$ cat src/loader_pkg.sv
/*
 * Download loader definitions
 * Host index codes, download kinds and the PRG header length
 */

package loader_pkg;

    // ========================================
    // Download kinds
    // ========================================

    typedef enum logic [1:0] {
        DL_NONE = 2'd0,
        DL_ROM  = 2'd1,
        DL_PRG  = 2'd2,
        DL_TAP  = 2'd3
    } dl_kind_e;

    // ========================================
    // Host index codes
    // ========================================

    // System ROM bundle
    localparam logic [7:0] IDX_ROM     = 8'h00;
    // PRG and cartridge images, both menu entries
    localparam logic [7:0] IDX_PRG     = 8'h01;
    localparam logic [7:0] IDX_PRG_ALT = 8'h41;
    // Tape image
    localparam logic [7:0] IDX_TAP     = 8'h81;

    // Two-byte little-endian load address in front of PRG data
    localparam int unsigned PRG_HDR_LEN = 2;

endpackage

$ cat src/memmap_pkg.sv
/*
 * VIC-20 memory map
 * Address types, ROM region bases, internal RAM ranges and BASIC pointers
 */

package memmap_pkg;

    typedef logic [22:0] mem_addr_t;
    typedef logic [15:0] cpu_addr_t;

    // ========================================
    // ROM image regions in external memory
    // ========================================

    localparam mem_addr_t DRIVE_BASE       = 23'h00_0000;
    localparam mem_addr_t KERNAL_PAL_BASE  = 23'h00_E000;
    // NTSC kernal sits one 64K bank above the PAL one
    localparam mem_addr_t KERNAL_NTSC_BASE = 23'h01_E000;
    localparam mem_addr_t BASIC_BASE       = 23'h00_C000;
    localparam mem_addr_t CHAR_BASE        = 23'h00_8000;

    // Highest address a PRG may write, ROMs start above it
    localparam cpu_addr_t PRG_TOP = 16'hBFFF;

    // TXTTAB end, VARTAB, ARYTAB, STREND and the load end pointer, low byte first
    localparam cpu_addr_t BASIC_PTR_ADDR [0:7] = '{
        16'h002D, 16'h002E, 16'h002F, 16'h0030,
        16'h0031, 16'h0032, 16'h00AE, 16'h00AF
    };

    // RAM inside the machine core: low page RAM, main 4K and colour RAM
    function automatic logic is_internal_ram(input cpu_addr_t addr);
        logic low_ram;
        logic main_ram;
        logic colour_ram;
        low_ram    = (addr[15:10] == 6'b000000);
        main_ram   = (addr[15:12] == 4'h1);
        colour_ram = (addr[15:10] == 6'b100101);
        return low_ram || main_ram || colour_ram;
    endfunction

endpackage

$ cat src/basic_pointer_injector.sv
/*
 * BASIC pointer injector
 * Writes the program end into the BASIC pointers after a PRG load,
 * then restarts the machine if a cartridge was loaded
 */

`timescale 1ns/1ps

module basic_pointer_injector
    import memmap_pkg::*;
#(
    parameter int INJECT_STEPS = 32
) (
    input  logic      clk_sys,
    input  logic      reset,
    input  logic      prg_active_i,
    input  logic      cart_loaded_i,
    input  cpu_addr_t last_addr_i,
    output logic      inj_we_o,
    output logic      inj_busy_o,
    output logic      force_reset_o,
    output cpu_addr_t inj_addr_o,
    output logic [7:0] inj_data_o
);

    localparam int STEP_W = $clog2(INJECT_STEPS);
    localparam logic [STEP_W-1:0] LAST_STEP = STEP_W'(INJECT_STEPS - 1);

    logic [STEP_W-1:0] step_q;
    logic              prg_active_q;
    logic [2:0]        slot;
    logic              slot_write;

    // Odd steps 1 to 15 each own one pointer byte
    assign slot       = step_q[3:1];
    assign slot_write = step_q[0] && (step_q < STEP_W'(16));

    always_ff @(posedge clk_sys) begin
        if (reset) begin
            step_q        <= '0;
            prg_active_q  <= 1'b0;
            inj_we_o      <= 1'b0;
            force_reset_o <= 1'b0;
        end else begin
            prg_active_q  <= prg_active_i;
            inj_we_o      <= slot_write;
            force_reset_o <= (step_q == LAST_STEP) && cart_loaded_i;
            if (prg_active_q && !prg_active_i) begin
                step_q <= STEP_W'(1);
            end else if (step_q == LAST_STEP) begin
                step_q <= '0;
            end else if (step_q != '0) begin
                step_q <= step_q + 1'b1;
            end
        end
    end

    // Even slots take the low byte
    always_ff @(posedge clk_sys) begin
        inj_addr_o <= BASIC_PTR_ADDR[slot];
        inj_data_o <= slot[0] ? last_addr_i[15:8] : last_addr_i[7:0];
    end

    assign inj_busy_o = (step_q != '0);

    // A new PRG must not start while pointers are still being patched
    a_no_restart: assert property (@(posedge clk_sys) disable iff (reset)
        inj_busy_o |-> !$rose(prg_active_i));

endmodule

$ cat src/prg_loader.sv
/*
 * PRG and cartridge loader
 * Parses the load address header and counts store addresses up to BFFF
 */

`timescale 1ns/1ps

module prg_loader
    import loader_pkg::*;
    import memmap_pkg::*;
#(
    parameter cpu_addr_t PRG_RAW_BASE = 16'hA000
) (
    input  logic        clk_sys,
    input  logic        reset,
    input  logic        prg_wr_i,
    input  logic        no_load_addr_i,
    input  logic [24:0] dl_offset_i,
    input  logic [7:0]  dl_data_i,
    output logic        prg_store_o,
    output cpu_addr_t   prg_addr_o,
    output cpu_addr_t   last_addr_o,
    output logic        cart_loaded_o
);

    // Autostart cartridges begin at block 5
    localparam cpu_addr_t CART_ADDR = 16'hA000;

    logic      hdr_byte;
    logic      store_q;
    logic      cart_q;
    cpu_addr_t addr_q;
    cpu_addr_t addr_inc;
    cpu_addr_t last_q;

    assign hdr_byte = !no_load_addr_i && (dl_offset_i < 25'(PRG_HDR_LEN));
    // Never climb into the BASIC and kernal ROMs
    assign addr_inc = (addr_q < PRG_TOP) ? addr_q + 16'd1 : addr_q;

    always_ff @(posedge clk_sys) begin
        if (reset) begin
            store_q <= 1'b0;
            cart_q  <= 1'b0;
        end else begin
            store_q <= prg_wr_i && !hdr_byte;
            // New load forgets the previous cartridge
            if (prg_wr_i && (dl_offset_i == '0)) begin
                cart_q <= 1'b0;
            end else if (store_q && (addr_q == CART_ADDR)) begin
                cart_q <= 1'b1;
            end
        end
    end

    // ========================================
    // Address counter
    // ========================================

    always_ff @(posedge clk_sys) begin
        if (prg_wr_i) begin
            if (no_load_addr_i) begin
                addr_q <= (dl_offset_i == '0) ? PRG_RAW_BASE : addr_inc;
            end else if (dl_offset_i == '0) begin
                addr_q[7:0] <= dl_data_i;
            end else if (dl_offset_i == 25'(PRG_HDR_LEN - 1)) begin
                addr_q[15:8] <= dl_data_i;
            end else if (dl_offset_i != 25'(PRG_HDR_LEN)) begin
                // First data byte goes to the load address itself
                addr_q <= addr_inc;
            end
        end
        if (store_q) begin
            last_q <= addr_q;
        end
    end

    assign prg_store_o   = store_q;
    assign prg_addr_o    = addr_q;
    assign last_addr_o   = last_q;
    assign cart_loaded_o = cart_q;

    // Host spaces its strobes, the header path relies on it
    a_wr_spaced: assert property (@(posedge clk_sys) disable iff (reset)
        prg_wr_i |=> !prg_wr_i);

endmodule

$ cat src/rom_image_mapper.sv
/*
 * ROM image mapper
 * Places each 8K slice of the ROM bundle at its memory region
 */

`timescale 1ns/1ps

module rom_image_mapper
    import memmap_pkg::*;
(
    input  logic [24:0] dl_offset_i,
    output mem_addr_t   rom_addr_o,
    output logic        rom_internal_o
);

    logic [2:0] slice;
    logic       in_bundle;

    assign slice     = dl_offset_i[15:13];
    // Anything past 64K of the bundle is not a known image
    assign in_bundle = (dl_offset_i[24:16] == 9'd0);

    always_comb begin
        rom_addr_o = '0;
        if (in_bundle) begin
            case (slice)
                // 16K drive ROM spans two slices
                3'b000, 3'b001: rom_addr_o = DRIVE_BASE + mem_addr_t'(dl_offset_i[13:0]);
                3'b010:         rom_addr_o = KERNAL_PAL_BASE + mem_addr_t'(dl_offset_i[12:0]);
                3'b011:         rom_addr_o = KERNAL_NTSC_BASE + mem_addr_t'(dl_offset_i[12:0]);
                3'b100:         rom_addr_o = BASIC_BASE + mem_addr_t'(dl_offset_i[12:0]);
                // Character ROM is only 4K
                3'b101:         rom_addr_o = CHAR_BASE + mem_addr_t'(dl_offset_i[11:0]);
                default:        rom_addr_o = '0;
            endcase
        end
    end

    // Character generator lives inside the core, the rest in external memory
    assign rom_internal_o = in_bundle && (slice == 3'b101);

endmodule

$ cat src/vic20_loader.sv
/*
 * VIC-20 download loader
 * Classifies host downloads and merges ROM, PRG, tape and pointer
 * writes into one registered memory write port
 */

`timescale 1ns/1ps

module vic20_loader
    import loader_pkg::*;
    import memmap_pkg::*;
#(
    parameter mem_addr_t TAP_BASE     = 23'h02_0000,
    parameter cpu_addr_t PRG_RAW_BASE = 16'hA000,
    parameter int        INJECT_STEPS = 32
) (
    input  logic        clk_sys,
    input  logic        reset,
    input  logic        dl_active_i,
    input  logic        dl_wr_i,
    input  logic        no_load_addr_i,
    input  logic [7:0]  dl_index_i,
    input  logic [24:0] dl_offset_i,
    input  logic [7:0]  dl_data_i,
    output logic        mem_we_o,
    output logic        mem_internal_o,
    output logic        force_reset_o,
    output mem_addr_t   mem_addr_o,
    output logic [7:0]  mem_data_o
);

    dl_kind_e   dl_kind;
    logic       rom_wr;
    logic       tap_wr;
    logic       prg_wr;
    logic       prg_active;
    mem_addr_t  rom_addr;
    logic       rom_internal;
    mem_addr_t  tap_next;
    mem_addr_t  tap_addr_q;
    logic       dl_we_q;
    mem_addr_t  dl_addr_q;
    logic       dl_int_q;
    logic [7:0] data_q;
    logic       prg_store;
    cpu_addr_t  prg_addr;
    cpu_addr_t  last_addr;
    logic       cart_loaded;
    logic       inj_we;
    logic       inj_busy;
    cpu_addr_t  inj_addr;
    logic [7:0] inj_data;

    always_comb begin
        dl_kind = DL_NONE;
        if (dl_active_i) begin
            case (dl_index_i)
                IDX_ROM:              dl_kind = DL_ROM;
                IDX_PRG, IDX_PRG_ALT: dl_kind = DL_PRG;
                IDX_TAP:              dl_kind = DL_TAP;
                default:              dl_kind = DL_NONE;
            endcase
        end
    end

    assign prg_active = (dl_kind == DL_PRG);
    assign prg_wr     = dl_wr_i && prg_active;
    assign rom_wr     = dl_wr_i && (dl_kind == DL_ROM);
    assign tap_wr     = dl_wr_i && (dl_kind == DL_TAP);

    rom_image_mapper rom_image_mapper_i (
        .dl_offset_i    (dl_offset_i),
        .rom_addr_o     (rom_addr),
        .rom_internal_o (rom_internal)
    );

    prg_loader #(
        .PRG_RAW_BASE (PRG_RAW_BASE)
    ) prg_loader_i (
        .clk_sys        (clk_sys),
        .reset          (reset),
        .prg_wr_i       (prg_wr),
        .no_load_addr_i (no_load_addr_i),
        .dl_offset_i    (dl_offset_i),
        .dl_data_i      (dl_data_i),
        .prg_store_o    (prg_store),
        .prg_addr_o     (prg_addr),
        .last_addr_o    (last_addr),
        .cart_loaded_o  (cart_loaded)
    );

    basic_pointer_injector #(
        .INJECT_STEPS (INJECT_STEPS)
    ) basic_pointer_injector_i (
        .clk_sys       (clk_sys),
        .reset         (reset),
        .prg_active_i  (prg_active),
        .cart_loaded_i (cart_loaded),
        .last_addr_i   (last_addr),
        .inj_we_o      (inj_we),
        .inj_busy_o    (inj_busy),
        .force_reset_o (force_reset_o),
        .inj_addr_o    (inj_addr),
        .inj_data_o    (inj_data)
    );

    // ========================================
    // First stage, ROM and tape
    // ========================================

    // Tape image is stored flat from its base
    assign tap_next = (dl_offset_i == '0) ? TAP_BASE : tap_addr_q + 23'd1;

    always_ff @(posedge clk_sys) begin
        if (reset) begin
            dl_we_q <= 1'b0;
        end else begin
            dl_we_q <= rom_wr || tap_wr;
        end
    end

    always_ff @(posedge clk_sys) begin
        if (dl_wr_i) begin
            data_q <= dl_data_i;
        end
        if (tap_wr) begin
            tap_addr_q <= tap_next;
        end
        if (rom_wr) begin
            dl_addr_q <= rom_addr;
            dl_int_q  <= rom_internal;
        end else if (tap_wr) begin
            dl_addr_q <= tap_next;
            dl_int_q  <= 1'b0;
        end
    end

    // ========================================
    // Memory write port
    // ========================================

    always_ff @(posedge clk_sys) begin
        if (reset) begin
            mem_we_o <= 1'b0;
        end else begin
            mem_we_o <= dl_we_q || prg_store || inj_we;
        end
    end

    // Injection only runs with no download active, so sources never overlap
    always_ff @(posedge clk_sys) begin
        if (inj_busy) begin
            mem_addr_o     <= mem_addr_t'(inj_addr);
            mem_data_o     <= inj_data;
            mem_internal_o <= is_internal_ram(inj_addr);
        end else if (prg_store) begin
            mem_addr_o     <= mem_addr_t'(prg_addr);
            mem_data_o     <= data_q;
            mem_internal_o <= is_internal_ram(prg_addr);
        end else begin
            mem_addr_o     <= dl_addr_q;
            mem_data_o     <= data_q;
            mem_internal_o <= dl_int_q;
        end
    end

    a_we_known: assert property (@(posedge clk_sys) disable iff (reset)
        !$isunknown(mem_we_o));

endmodule

$ cat config.mk
export PLATFORM = sky130hd
export DESIGN_NAME = vic20_loader
export DESIGN_NICKNAME = d
export VERILOG_FILES = /design/src/loader_pkg.sv /design/src/memmap_pkg.sv /design/src/basic_pointer_injector.sv /design/src/prg_loader.sv /design/src/rom_image_mapper.sv /design/src/vic20_loader.sv
export SDC_FILE = /design/constraint.sdc
export NUM_CORES = 1
export LEC_CHECK = 0
export BUFFER_PORTS_ARGS = -buffer_cell sky130_fd_sc_hd__buf_4
export CAP_MARGIN = 10
export CORE_ASPECT_RATIO = 1.4
export CORE_MARGIN = 4
export CORE_UTILIZATION = 50
export DETAILED_ROUTE_END_ITERATION = 7
export GPL_TIMING_DRIVEN = 0
export HOLD_SLACK_MARGIN = 0.02
export PLACE_DENSITY = 0.71
export SLEW_MARGIN = 25
export SYNTH_ARGS = -nofsm -noshare
export SYNTH_HDL_FRONTEND = slang
export SYNTH_SLANG_ARGS = --single-unit
$ cat constraint.sdc
create_clock -name clk_sys -period 2.7 [get_ports clk_sys]
set_input_delay 0.135 -clock clk_sys [delete_from_list [all_inputs] [get_ports clk_sys]]
set_output_delay 0.135 -clock clk_sys [all_outputs]
set_load 0.02 [all_outputs]
### Word-level counts from Yosys, hierarchy flattened

Memories as Yosys holds them, arrays and structs flattened. A register that Yosys moved wholly into a read port is not among the register bits.
Index checks and enable logic that the tools add are counted.
W data, S select, Z words.

| operators by class | value |
|---|---|
| add/subtract/negate cells | 7 |
| $mul | 0 |
| div/mod/pow operators | 0 |
| $lt $le $gt $ge | 3 |
| equal/unequal tests | 21 |
| shift-type cells | 0 |
| multiplexer cells | 26 |
| bitwise gates (word level) | 1 |
| reduce and logical (&&, ||, !) cells | 39 |

Operators with widths:

| cell | count |
|---|---|
| $pmux W23 S5 | 1 |
| $mux W16 | 6 |
| $mux W23 | 4 |
| $mux W8 | 6 |
| $add A16 B13 Y17 const A | 2 |
| $eq A25 B1 Y1 const B | 1 |
| $logic_not A25 Y1 | 1 |
| $lt A25 B2 Y1 const B | 1 |
| $ne A25 B2 Y1 const B | 1 |
| $add A23 B1 Y23 const B | 1 |
| $add A17 B13 Y18 const A | 1 |
| $add A16 B12 Y17 const A | 1 |
| $add A16 B1 Y16 const B | 1 |
| $eq A16 B16 Y1 const B | 1 |
| $lt A16 B16 Y1 const B | 1 |
| $eq A6 B6 Y1 const B | 2 |
| $logic_not A6 Y1 | 2 |
| $logic_and A1 B1 Y1 | 11 |
| $logic_not A9 Y1 | 1 |
| $reduce_bool A3 Y1 | 3 |
| $eq A4 B1 Y1 const B | 2 |
| $eq A8 B1 Y1 const B | 1 |
| $eq A8 B7 Y1 const B | 1 |
| $eq A8 B8 Y1 const B | 1 |
| other kinds (23) | 44 |

| word-level totals | value |
|---|---|
| register bits after elaboration | 139 |
| latch bits | 0 |
| bits in writable memories | 0 |
| ROM bits | 128 |
| input bits | 46 |
| output and inout bits | 34 |
| logic and storage cells | 119 |
| memories | 1 |

Memories:

| memory | depth | bits a word | read ports | clocked after memory_dff | write ports | RTL line | text |
|---|---|---|---|---|---|---|---|
| (name not given) | 8 | 16 | 1 | 1 | 0 | basic_pointer_injector.sv:60 | `inj_addr_o <= BASIC_PTR_ADDR[slot];` |

### Logic depth before layout (Yosys ltp)

| logic depth | value |
|---|---|
| word-level depth | 8 |
| mapped depth | 9 |

### Hierarchy

Synthesis repeated with hierarchy kept, for this count alone.

| unflattened totals | value |
|---|---|
| cell total of the unflattened synthesis | 588 |
| area, all modules | 6854.1 um^2 |

Modules (own cells, without submodules):

| module | instances | cells each | area an instance (um^2) | seq. area each (um^2) |
|---|---|---|---|---|
| vic20_loader | 1 | 325 | 3868.7 | 2332.2 |
| prg_loader | 1 | 147 | 1814.2 | 1001.0 |
| basic_pointer_injector | 1 | 80 | 905.9 | 420.4 |
| rom_image_mapper | 1 | 36 | 265.3 | 0.0 |

### Least setup slack after synthesis

Ideal clock, no wire load.

| path | value |
|---|---|
| path kind | input port to flip-flop |
| start point | input port dl_index_i[1] |
| end point | register dl_addr_q[0], enable pin |
| library setup time | 0.414 ns |
| data arrival time | 1.865 ns |
| data required time | 2.286 ns |
| path slack | 0.421 ns |
| stages | 3 |
| buffers on the path | 0 |
| cell sequence | nor4b_4 > nand4b_2 > a21oi_1 |

| on the way | value |
|---|---|
| word-level cells in the longest chain between the ends | 7 |
| elaborated cells between the ends (all ways) | 12 |
| classes of those cells | eq/ne (5); mux (2); reduce/logical (5) |

Ends and longest elaborated chain:

| item | RTL line | text |
|---|---|---|
| start, declared | vic20_loader.sv:22 | `input logic [7:0] dl_index_i,` |
| $eq A8 B1 Y1 / $eq A8 B7 Y1 (equally long branches) | vic20_loader.sv:57 | `case (dl_index_i)` |
| $reduce_or A2 Y1 | vic20_loader.sv:57 |  |
| $pmux W2 S3 (*) | vic20_loader.sv:57 |  |
| $mux W2 (*) | vic20_loader.sv:56 | `if (dl_active_i) begin` |
| $eq A2 B1 Y1 / $eq A2 B2 Y1 (equally long branches) | vic20_loader.sv:68, vic20_loader.sv:69 |  |
| $logic_and A1 B1 Y1 (on tied branches) | vic20_loader.sv:68, vic20_loader.sv:69 |  |
| $reduce_bool A2 Y1 (no source line) (*) | -- |  |
| end signal, assigned | vic20_loader.sv:130 | `dl_addr_q <= rom_addr;` |
| end signal, assigned | vic20_loader.sv:133 | `dl_addr_q <= tap_next;` |
| end, declared | vic20_loader.sv:42 | `mem_addr_t dl_addr_q;` |

Mark *: on every way between the ends. The rest lies on a longest branch, timed or not.
A chain may end at the register's enable or synchronous reset.

### Final worst setup path

| path | value |
|---|---|
| start point | input port dl_offset_i[11] |
| end point | register prg_loader_i.addr_q[13] (netlist: prg_loader_i.prg_addr_o[13]) (data pin) |

| on the way | value |
|---|---|
| word-level cells in the longest chain between the ends | 4 |
| elaborated cells between the ends (all ways) | 6 |
| classes of those cells | eq/ne (1); mux (4); reduce/logical (1) |

Ends and longest elaborated chain:

| item | RTL line | text |
|---|---|---|
| start, declared | vic20_loader.sv:23 | `input logic [24:0] dl_offset_i,` |
| $eq A25 B1 Y1 | prg_loader.sv:65 | `end else if (dl_offset_i == 25'(PRG_HDR_LEN - 1)) begin` |
| $mux W8 | prg_loader.sv:65 |  |
| $mux W8 | prg_loader.sv:63 | `end else if (dl_offset_i == '0) begin` |
| $mux W16 (*) | prg_loader.sv:61 | `if (no_load_addr_i) begin` |
| end signal, assigned | prg_loader.sv:62 | `addr_q <= (dl_offset_i == '0) ? PRG_RAW_BASE : addr_inc;` |
| end signal, assigned | prg_loader.sv:66 | `addr_q[15:8] <= dl_data_i;` |
| end signal, assigned | prg_loader.sv:69 | `addr_q <= addr_inc;` |
| end, declared | prg_loader.sv:32 | `cpu_addr_t addr_q;` |

Mark *: on every way between the ends. The rest lies on a longest branch, timed or not. The select of a mux whose other input is x is not followed.

==> run metrics <==
status completed; H-tree levels 4; drt drc 0; Worst Hold End dl_addr_q[3]; Total Power 5440 uW; Placer Congestion 0.914; Final nets 703; R2R Path Start basic_pointer_injector_i.step_q[1]; Power Density 704 nW/um2; Pre-Repair DR Iteration Count 5; setup TNS 0 ps; Area Overhead vs Synth 24.1%; endpoints failing setup 0; number of cells after detailed placement 766; vias in the first global route 4,605; top layer in use met4; crit path time final 2630 ps; clk slew on worst S/H paths 60 ps; Seq pwr share 45.3%; Top FF cell, synth edfxtp_1; largest net degree at the start of global routing 26; register area share after synthesis 60.4%; leakage power 0.00285 uW; Worst R2R Path Depth 8; Hold Crit Class in -> reg; CP arrival 2780 ps; n_diodes 0; initial antenna violation count 0; CTS tree yes; CP required 2850 ps; most frequent cells in the layout 87 x edfxtp_1, 78 x buf_4, 63 x nor2_1; fin crit share 97.5%; setup slack, reg-to-reg 140 ps; Netlist cell types 59; area of the multi-input gates 2320 um2; Switching Power 1300 uW; Die Ht 140 um; syn_nets 597; Initial Util 51.8%; WHS Path Cells 2; cells after synthesis 542; vias 4,548; cell-internal power 4140 uW; commonest non-fill, non-tap cell in the layout edfxtp_1; CP endpoint kind flop; CTS Buf Count 17; Sink Count 144; Non-Filler Instances 808; final count of hold timing violations 0; DR WL met2 7760 um; global-route wire length before repair 23,000 um; Routed Antenna Nets 0; CTS max path bufs 2; R2R Path End mem_addr_o[1]; Area contributors post-synth edfxtp_1 42%, dfxtp_1 18%, nor2_1 3.9%; EDFF count, synth 87; WL/cell 18.2 um; measured slew at the worst slew-check pin 1040 ps; Clock power frac 43.8%; total congestion overflow 0; die area 14,300 um2; critical path class in -> reg; M1 wire length 5610 um; crit-path max FO 6; number of max-cap violations 0; Hold Startpoint dl_offset_i[3]; Seq cells post-synth 144; combinational share of power 10.9%; dpl hpwl 10,800 um; Initial DRC Count 238; Synth area leader edfxtp_1; mean post-synth cell area 11.5 um2; I/O pins 80; Mapped Area 6220 um2; Register Area 3750 um2; Setup crit start kind input port; share of the synthesized area in the top cell type 42.0%; Core Area 12,000 um2; routed wl met3 977 um; VDD IR max 0.000382 V; sw frac 23.9%; total global-route track usage 21.3%; CTS Root Buffer Type clkbuf_16; asr flop ratio synth 0%; Ys Warns 0; Skew-Pair Late Insertion Delay 420 ps; chip width 102 um; fill cell count 932; RSZ-0062 raised after global routing no; final wirelength 14,700 um; Vias/cell 5.63; Slew Limit Fails 0; share of layout cells above drive strength 1 21.2%; max frequency 0.380 GHz; final clock skew 8.04 ps; Rows 47; relative slew slack 30.1%; port bufs 77
-- layout make-up --
type                       count  share of cell area (%)
multi-input combinational    359                    30.1
inverter                      15                   0.729
timing repair buffer          87                    8.79
tap                          147                    2.38
clock buffer                  23                    6.76
buffer                        24                    1.43
clock inverter                 9                    1.17
sequential                   144                    48.6
-- sequential cells by signal, summed over array words and instances (netlist names) --
name,count
basic_pointer_injector_i.inj_addr_o,5
mem_we_o,1
basic_pointer_injector_i.inj_data_o,8
prg_loader_i.cart_loaded_o,1
data_q,8
basic_pointer_injector_i.step_q,5
dl_we_q,1
dl_int_q,1
basic_pointer_injector_i.inj_we_o,1
mem_data_o,8
prg_loader_i.last_addr_o,16
dl_addr_q,23
prg_loader_i.prg_addr_o,16
tap_addr_q,23
basic_pointer_injector_i.force_reset_o,1
basic_pointer_injector_i.prg_active_q,1
mem_addr_o,23
prg_loader_i.prg_store_o,1
mem_internal_o,1
-- logic make-up after synthesis --
group / count (synthesis) / synth area share (%)
simple gates: 218 / 17.7
flops: 144 / 60.4
compound gates: 67 / 7.61
xor+xnor: 39 / 5.49
buf+inv: 39 / 2.64
mux: 26 / 4.37
fa+ha+maj: 9 / 1.81
-- repair_timing --
action                                  CTS  global route
setup buffers                             0             0
endpoints found under the setup margin   12             1
gates resized for setup                   1             2
hold buffers                             10             0
endpoints found under the hold margin    14             0
-- worst max-delay path, cell delays in order --
cell and delay [ps]:
dlygate4sd3_1 540, buf_4 140, nor4_1 640, nand4b_1 390
nor3_2 520, nand2_1 230, a2bb2oi_1 190
-- layer usage --
metal	up-vias	track usage, %
li1	2179	-
met1	2138	24.4
met2	195	36.0
met3	36	6.37
met4	0	9.47
met5	-	0
-- through the flow --
step                      hold slack (ps)  setup WS, ps  utilization (%)  cell area (um2)
after floorplan                       234           421                -             6220
after global placement                340          -323             58.2             6980
after detailed placement              342         -54.8             58.4             7000
after CTS                            22.1           102             64.3             7720
after global routing                 30.6          8.52             64.3             7720
final                                37.1          68.6             64.3             7720
-- Yosys cell counts, types with 2 or more instances --
| cell type | n |
|---|---|
| a21oi_1 | 13 |
| a2bb2oi_1 | 2 |
| a31oi_1 | 2 |
| and2_1 | 9 |
| and3_1 | 7 |
| buf_1 | 2 |
| buf_2 | 4 |
| clkbuf_1 | 15 |
| dfxtp_1 | 57 |
| edfxtp_1 | 87 |
| ha_1 | 9 |
| inv_1 | 15 |
| mux2_2 | 9 |
| mux2i_1 | 17 |
| nand2_1 | 62 |
| nand2b_1 | 2 |
| nand3_1 | 17 |
| nand4_1 | 11 |
| nand4b_1 | 3 |
| nor2_1 | 64 |
| nor2b_1 | 2 |
| nor3_1 | 11 |
| nor3b_1 | 2 |
| nor4_1 | 10 |
| nor4b_1 | 2 |
| o21ai_0 | 19 |
| o22ai_1 | 3 |
| o2bb2ai_1 | 14 |
| or3_1 | 2 |
| or4_1 | 3 |
| or4b_2 | 2 |
| xnor2_1 | 20 |
| xor2_1 | 19 |
-- worst max path at each step --
stage / end / from / slack, ps
2_1_floorplan: dl_addr_q[0] / dl_index_i[1] / 420
3_3_place_gp: mem_internal_o / basic_pointer_injector_i.step_q[1] / -320
3_5_place_dp: mem_addr_o[1] / basic_pointer_injector_i.step_q[1] / -50
4_1_cts: mem_internal_o / basic_pointer_injector_i.step_q[1] / 100
5_1_grt: mem_addr_o[4] / basic_pointer_injector_i.step_q[1] / 9
6_report: prg_loader_i.prg_addr_o[13] / dl_offset_i[11] / 70
-- power groups by stage --
stage | Combinational, uW | Clock [uW] | Sequential (uW)
after floorplan | 177 | 0 | 2620
after global placement | 572 | 0 | 2510
after detailed placement | 585 | 0 | 2510
after CTS | 600 | 2410 | 2470
after global routing | 637 | 2510 | 2470
final | 592 | 2380 | 2460
Power figures use the tool's default switching activity.
